`src/design/su_adder_pkg.sv`:
```
package su_adder_pkg;

    // psum width and the number of rf addresses swept per run
    localparam int psum_w   = 16;
    localparam int rf_depth = 4;

    // one PE partial sum, additions wrap modulo 2^psum_w
    typedef logic [psum_w-1:0] psum_t;

    typedef logic [1:0] rf_addr_t;  // psum register-file address

    // irrelevant-operand group size
    typedef enum logic [1:0] {
        group2 = 2'd0,
        group4 = 2'd1,
        group8 = 2'd2
    } group_e;

    typedef enum logic {
        idle = 1'b0,
        run  = 1'b1
    } seq_state_e;

    // width of the beat index, sized for the smallest group
    function automatic int beat_idx_w(int n_pe, int gbf_lanes);
        int max_beats;
        max_beats = n_pe / (2 * gbf_lanes);
        return (max_beats > 1) ? $clog2(max_beats) : 1;
    endfunction

endpackage
```
`src/design/su_adder_top.sv`:
```
`timescale 1ns/10ps

module su_adder_top #(
    parameter int n_pe      = 64,
    parameter int gbf_lanes = 8,
    parameter int gbf_depth = 32
) (
    input  logic                                clk,
    input  logic                                reset,
    input  logic                                pe_psum_finish,
    input  su_adder_pkg::group_e                group_sel,
    input  su_adder_pkg::psum_t [n_pe-1:0]      psum_out,
    output su_adder_pkg::rf_addr_t              psum_rf_addr,
    output logic                                su_add_finish,
    output su_adder_pkg::psum_t [gbf_lanes-1:0] out_data,
    output logic                                psum_gbf_w_en,
    output logic [$clog2(gbf_depth)-1:0]        psum_gbf_w_addr,
    output logic                                psum_gbf_w_num
);

    import su_adder_pkg::*;

    localparam int beat_w = beat_idx_w(n_pe, gbf_lanes);

    psum_t [n_pe/2-1:0] sum2;
    psum_t [n_pe/4-1:0] sum4;
    psum_t [n_pe/8-1:0] sum8;
    group_e             group_q;
    logic [beat_w-1:0]  beat_idx;
    logic               beat_valid;

    psum_reduce_tree #(.n_pe(n_pe)) i_psum_reduce_tree (
        .psum_out (psum_out),
        .sum2     (sum2),
        .sum4     (sum4),
        .sum8     (sum8)
    );

    beat_sequencer #(.n_pe(n_pe), .gbf_lanes(gbf_lanes), .gbf_depth(gbf_depth))
    i_beat_sequencer (
        .clk             (clk),
        .reset           (reset),
        .pe_psum_finish  (pe_psum_finish),
        .group_sel       (group_sel),
        .group_q         (group_q),
        .beat_idx        (beat_idx),
        .beat_valid      (beat_valid),
        .psum_rf_addr    (psum_rf_addr),
        .psum_gbf_w_addr (psum_gbf_w_addr),
        .psum_gbf_w_num  (psum_gbf_w_num),
        .su_add_finish   (su_add_finish)
    );

    // tree output is ready in the beat's own cycle, the packer registers it
    gbf_word_packer #(.n_pe(n_pe), .gbf_lanes(gbf_lanes)) i_gbf_word_packer (
        .clk           (clk),
        .reset         (reset),
        .sum2          (sum2),
        .sum4          (sum4),
        .sum8          (sum8),
        .group_q       (group_q),
        .beat_idx      (beat_idx),
        .beat_valid    (beat_valid),
        .out_data      (out_data),
        .psum_gbf_w_en (psum_gbf_w_en)
    );

endmodule

```
`src/design/gbf_word_packer.sv`:
```
`timescale 1ns/10ps

module gbf_word_packer #(
    parameter int n_pe      = 64,
    parameter int gbf_lanes = 8
) (
    input  logic                                                 clk,
    input  logic                                                 reset,
    input  su_adder_pkg::psum_t [n_pe/2-1:0]                     sum2,
    input  su_adder_pkg::psum_t [n_pe/4-1:0]                     sum4,
    input  su_adder_pkg::psum_t [n_pe/8-1:0]                     sum8,
    input  su_adder_pkg::group_e                                 group_q,
    input  logic [su_adder_pkg::beat_idx_w(n_pe, gbf_lanes)-1:0] beat_idx,
    input  logic                                                 beat_valid,
    output su_adder_pkg::psum_t [gbf_lanes-1:0]                  out_data,
    output logic                                                 psum_gbf_w_en
);

    import su_adder_pkg::*;

    psum_t [gbf_lanes-1:0] word_d;
    int                    base;   // first group sum of this beat

    assign base = int'(beat_idx) * gbf_lanes;

    // slice of the chosen tree level, lane 0 in the low bits
    always_comb begin
        for (int l = 0; l < gbf_lanes; l++) begin
            case (group_q)
                group2:  word_d[l] = sum2[base + l];
                group4:  word_d[l] = sum4[base + l];
                default: word_d[l] = sum8[base + l];
            endcase
        end
    end

    always_ff @(posedge clk) begin
        if (reset) begin
            out_data      <= '0;
            psum_gbf_w_en <= 1'b0;
        end else begin
            psum_gbf_w_en <= beat_valid;
            if (beat_valid)
                out_data <= word_d;  // holds between beats
        end
    end

endmodule

```
`src/design/beat_sequencer.sv`:
```
`timescale 1ns/10ps

module beat_sequencer #(
    parameter int n_pe      = 64,
    parameter int gbf_lanes = 8,
    parameter int gbf_depth = 32
) (
    input  logic                                                 clk,
    input  logic                                                 reset,
    input  logic                                                 pe_psum_finish,
    input  su_adder_pkg::group_e                                 group_sel,
    output su_adder_pkg::group_e                                 group_q,
    output logic [su_adder_pkg::beat_idx_w(n_pe, gbf_lanes)-1:0] beat_idx,
    output logic                                                 beat_valid,
    output su_adder_pkg::rf_addr_t                               psum_rf_addr,
    output logic [$clog2(gbf_depth)-1:0]                         psum_gbf_w_addr,
    output logic                                                 psum_gbf_w_num,
    output logic                                                 su_add_finish
);

    import su_adder_pkg::*;

    localparam int beat_w    = beat_idx_w(n_pe, gbf_lanes);
    localparam int max_beats = n_pe / (2 * gbf_lanes);  // beats per address for group2
    localparam int addr_w    = $clog2(gbf_depth);

    seq_state_e        state;
    logic [beat_w-1:0] last_beat;     // index of the final beat of one rf address
    logic              last_in_addr;
    logic              last_in_run;
    logic              wr_q;          // mirrors the packer's write strobe

    // beats per address halve with each tree level
    always_comb begin
        case (group_q)
            group2:  last_beat = beat_w'(max_beats - 1);
            group4:  last_beat = beat_w'(max_beats / 2 - 1);
            default: last_beat = beat_w'(max_beats / 4 - 1);
        endcase
    end

    assign last_in_addr  = (beat_idx == last_beat);
    assign last_in_run   = last_in_addr && (psum_rf_addr == rf_addr_t'(rf_depth - 1));
    assign beat_valid    = (state == run);
    assign su_add_finish = (state == idle);

    always_ff @(posedge clk) begin
        if (reset) begin
            state        <= idle;
            group_q      <= group2;
            beat_idx     <= '0;
            psum_rf_addr <= '0;
        end else begin
            case (state)
                idle: begin
                    if (pe_psum_finish) begin
                        state    <= run;
                        group_q  <= group_sel;  // held for the whole run
                        beat_idx <= '0;
                    end
                end
                default: begin  // run, finish pulses are not looked at here
                    if (last_in_addr) begin
                        beat_idx <= '0;
                        if (last_in_run) begin
                            state        <= idle;
                            psum_rf_addr <= '0;
                        end else begin
                            psum_rf_addr <= psum_rf_addr + 1'b1;
                        end
                    end else begin
                        beat_idx <= beat_idx + 1'b1;
                    end
                end
            endcase
        end
    end

    // gbf write address, moves on after each written word
    always_ff @(posedge clk) begin
        if (reset) begin
            wr_q            <= 1'b0;
            psum_gbf_w_addr <= '0;
            psum_gbf_w_num  <= 1'b0;
        end else begin
            wr_q <= beat_valid;
            if (wr_q) begin
                if (psum_gbf_w_addr == addr_w'(gbf_depth - 1)) begin
                    psum_gbf_w_addr <= '0;
                    psum_gbf_w_num  <= ~psum_gbf_w_num;  // next bank
                end else begin
                    psum_gbf_w_addr <= psum_gbf_w_addr + 1'b1;
                end
            end
        end
    end

endmodule

```
`src/design/psum_reduce_tree.sv`:
```
`timescale 1ns/10ps

module psum_reduce_tree #(
    parameter int n_pe = 64
) (
    input  su_adder_pkg::psum_t [n_pe-1:0]   psum_out,
    output su_adder_pkg::psum_t [n_pe/2-1:0] sum2,
    output su_adder_pkg::psum_t [n_pe/4-1:0] sum4,
    output su_adder_pkg::psum_t [n_pe/8-1:0] sum8
);

    // every level is kept so the group size can switch per run
    // without touching the tree

    generate
        // level 1: neighbouring PE pairs
        for (genvar i = 0; i < n_pe/2; i++) begin : g_lvl1
            assign sum2[i] = psum_out[2*i] + psum_out[2*i+1];
        end

        // level 2: pairs of pair sums, 4 PEs each
        for (genvar j = 0; j < n_pe/4; j++) begin : g_lvl2
            assign sum4[j] = sum2[2*j] + sum2[2*j+1];  // wraps at 16 bits
        end

        // level 3: 8 PEs each
        for (genvar k = 0; k < n_pe/8; k++) begin : g_lvl3
            assign sum8[k] = sum4[2*k] + sum4[2*k+1];
        end
    endgenerate

endmodule

```
`config.mk`:
```
export PLATFORM = sky130hd
export DESIGN_NAME = su_adder_top
export DESIGN_NICKNAME = d
export VERILOG_FILES = /design/src/design/su_adder_pkg.sv /design/src/design/su_adder_top.sv /design/src/design/gbf_word_packer.sv /design/src/design/beat_sequencer.sv /design/src/design/psum_reduce_tree.sv
export SDC_FILE = /design/constraint.sdc
export NUM_CORES = 2
export LEC_CHECK = 0
export BUFFER_PORTS_ARGS = -buffer_cell sky130_fd_sc_hd__buf_4
export CAP_MARGIN = 20
export CORE_AREA = 4 4 452 454
export DETAILED_ROUTE_END_ITERATION = 6
export DIE_AREA = 0 0 456 458
export GPL_ROUTABILITY_DRIVEN = 1
export PLACE_DENSITY = 0.39
export SLEW_MARGIN = 30
export SYNTH_ARGS = -nofsm -noshare
export SYNTH_HDL_FRONTEND = slang
export SYNTH_SLANG_ARGS = --single-unit
```
`constraint.sdc`:
```
create_clock -name clk -period 5.75 [get_ports clk]
set_input_delay 0.2875 -clock clk [delete_from_list [all_inputs] [get_ports clk]]
set_output_delay 0.2875 -clock clk [all_outputs]
set_load 0.01 [all_outputs]
```
==> results.cfg <==
[yosys]
syn_area_um2 = 46250
ys_seq_area_share_pct = 6.146
synth_compound_gate_area_share_pct = 28.08
ys_ff_latch = 142
synthMuxAreaShare_pct = 6.863
synth_adder_area_share_pct = 25.23
synth_cells = 5926
yosysUniqueCellTypes = 91
synth-simple-area-share_pct = 15.79
async_flop_share_pct = 0
synth_fp_nets = 7854
synthXorXnorAreaFrac_pct = 14.76
synth_top_family_by_area = compound AO/OA/AOI/OAI gates
synth_edf_count = 0
synth_flop_cell = dfxtp_1
syn_area_per_cell_um2 = 7.805
synth_warnings = 0

[final_layout]
nets = 9412
layout_commonest_cell = buf_4
multiInputGateArea_um2 = 42050
final_area_um2 = 62440
drive_above_1_share_pct = 25.72
regArea_um2 = 2861
mostFrequentLayoutCells = buf_4 (1,678), ha_1 (843), a21oi_1 (564), xnor2_1 (518), nor2_1 (509)
area_delta_synth_final_pct = 35.00
final_util_pct = 31.27
nFillCells = 21735

[clocking]
cts_buffers = 17
cts_sinks = 142
cts_max_level = 4
clk-insertion-delay-late_ps = 530
post_cts_buffers = 0
cts_buffer_depth = 2
clkTransAtPathRegs_ps = 80
cts_tree = yes
root_buffer = clkbuf_16

[detailed_routing]
drtAntennaViolNets = 0
drtIter0Drc = 3985
dr.pass1.iters = 7
wl_per_cell_um = 29.60
wl_um = 301000
drc = 4
avgViaCountPerCell = 5.251
dr_total_vias = 53386

[job]
maxCapViolCount = 0

[global_route]
antenna_found_initial = 28
grt_max_degree = 134
grt_util_all_layers_pct = 27.28
grt_pass1_wl_um = 408100
grt_pass1_vias = 52831
overflow = 0

[sta]
finalHoldViolCount = 0
tightest_slew_ps = 1087
drv_slew = 0
setup_slack_ps = 229.4
slew_headroom_pct = 27.02
fin_crit_ps = 5521
fin_skew_ps = 17.16
max_freq_mhz = 181.1
fin_crit_sh_pct = 96.01
setup_viol = 0
rsz0062_at_grt = false

[min_path]
hold_path_depth = 3
hp-class = input port to register
whs_endpoint = i_beat_sequencer.group_q[0]$_SDFFE_PP0P_
min_from = group_sel[0]

[die]
die_h_um = 458
start_util_pct = 23.17
num_io_pins = 1167
rows = 164
dieArea_um2 = 208800
coreArea_um2 = 199700
die_w_um = 456

[worst_setup_path]
critPathCaptureType = register
reg2reg_to = i_beat_sequencer.psum_rf_addr[0]$_SDFFE_PP0P_
reg2reg_depth = 7
critical_path.max_fanout = 3
path_class = input port to register
reg2reg_from = i_beat_sequencer.group_q[1]$_SDFFE_PP0P_
start_kind = input port
cp.arrival_ps = 5960
r2r_slack_ps = 2220
cp.required_ps = 6190

[placement]
port_buffers = 1166
dp_hpwl_um = 267000
dp_slack_ps = -344.7
place_area_um2 = 61760
place.gp.congestion = 0.9494

[pwr]
leakage_nw = 29.48
power.density_nw_per_um2 = 481.6
ir_worst_vdd_v = 0.0002815

[run_status]
violations = DRC
status = finished with violations
[how the worst max path moves through the flow]
stage                        from  cells past startpoint                                            to
floorplan           psum_out[704]                     22   i_gbf_word_packer.out_data[95]$_SDFFE_PP0P_
global placement    psum_out[704]                     23   i_gbf_word_packer.out_data[95]$_SDFFE_PP0P_
detailed placement  psum_out[704]                     23   i_gbf_word_packer.out_data[95]$_SDFFE_PP0P_
CTS                 psum_out[704]                     23   i_gbf_word_packer.out_data[95]$_SDFFE_PP0P_
global route        psum_out[832]                     25  i_gbf_word_packer.out_data[111]$_SDFFE_PP0P_
finish              psum_out[512]                     26   i_gbf_word_packer.out_data[79]$_SDFFE_PP0P_
[layout make-up]
type	instances	share of cell area (%)
sequential	142	4.583
antenna	14	0.05611
tap	2656	5.323
multi-input combinational	5401	67.34
timing repair buffer	1683	20.31
clock inverter	12	0.2204
inverter	239	1.453
clock buffer	20	0.7154
[synth_stat cells (all sizes together), types with 60 or more instances]
cell	instances	area share, %
ha	843	23
a21oi	567	6.2
xnor2	525	10
nor2	515	4.2
nand2	397	3.2
o21ai	327	3.5
a21o	244	4.0
inv	236	1.9
xor2	229	4.3
nor3	192	2.1
a211oi	179	2.9
dfxtp	142	6.1
o21bai	122	2.0
clkbuf	115	0.93
nand3	106	1.1
mux4	99	4.8
mux2i	73	1.6
nor2b	71	0.96
and3	69	0.93
a31oi	68	0.95
or3	60	0.81
[state kept, by name, indices dropped and copies added (netlist names)]
register,count
i_beat_sequencer.psum_rf_addr,2
i_beat_sequencer.psum_gbf_w_addr,5
i_beat_sequencer.beat_idx,2
i_gbf_word_packer.psum_gbf_w_en,1
i_gbf_word_packer.out_data,128
i_beat_sequencer.beat_valid,1
i_beat_sequencer.psum_gbf_w_num,1
i_beat_sequencer.group_q,2
[timing repair]
item                                    CTS  global route
endpoints found under the setup margin    0             6
endpoints found under the hold margin     1             0
hold buffers                              1             0
resized for setup                         0             9
[logic make-up (layout without fill, tap and decap cells)]
logic type | Yosys count | count (layout)
simple gates | 1581 | 1581
compound gates | 1967 | 1967
fa+ha+maj | 899 | 899
flops | 142 | 142
mux | 191 | 191
xor+xnor | 763 | 763
other cells | 0 | 14
buf+inv | 383 | 1954
[routing by layer]
layer  part of all wire, %  track usage (%)  up-vias
met5                 0.012                0        -
li1                      -                -    25323
met2                    49            48.23     1803
met4                   3.2            7.772        6
met3                   5.8            4.383      225
met1                    42            33.99    26029
[stage by stage]
stage | total power [mW] | std cells | TNS, ps | hold slack (ps)
global placement | 28.39 | 10120 | -1297 | 466.9
global route | 32.14 | 10161 | 0 | 33.67
floorplan | 16.49 | 5926 | 0 | 423.5
detailed placement | 28.34 | 10120 | -1503 | 468.2
finish | 30.07 | 10167 | 0 | 40.80
CTS | 29.84 | 10153 | 0 | 4.014
[critical path, stage by stage]
cell and delay (ps):
buf_4 110, ha_1 220, fa_1 410, a21o_1 180, a21oi_1 190, buf_4 150, nor2b_1 40, o21a_1 200
or3_1 330, a31oi_1 240, xnor2_1 210, ha_1 350, nor2b_1 150, a41oi_1 390, nand2b_1 170, a21o_1 200
a21oi_1 220, xnor2_1 190, ha_1 340, nand2_1 50, o41a_1 360, o21ai_0 310, xor2_1 200, xnor2_1 130
nand2_1 70, a41oi_1 220
[power by group]
part / switching (mW) / internal [mW]
Clock: 0.625 / 0.655
Combinational: 15.7 / 11.8
Sequential: 0.113 / 1.11
Total: 16.5 / 13.6
(Power assumes the default switching activity.)
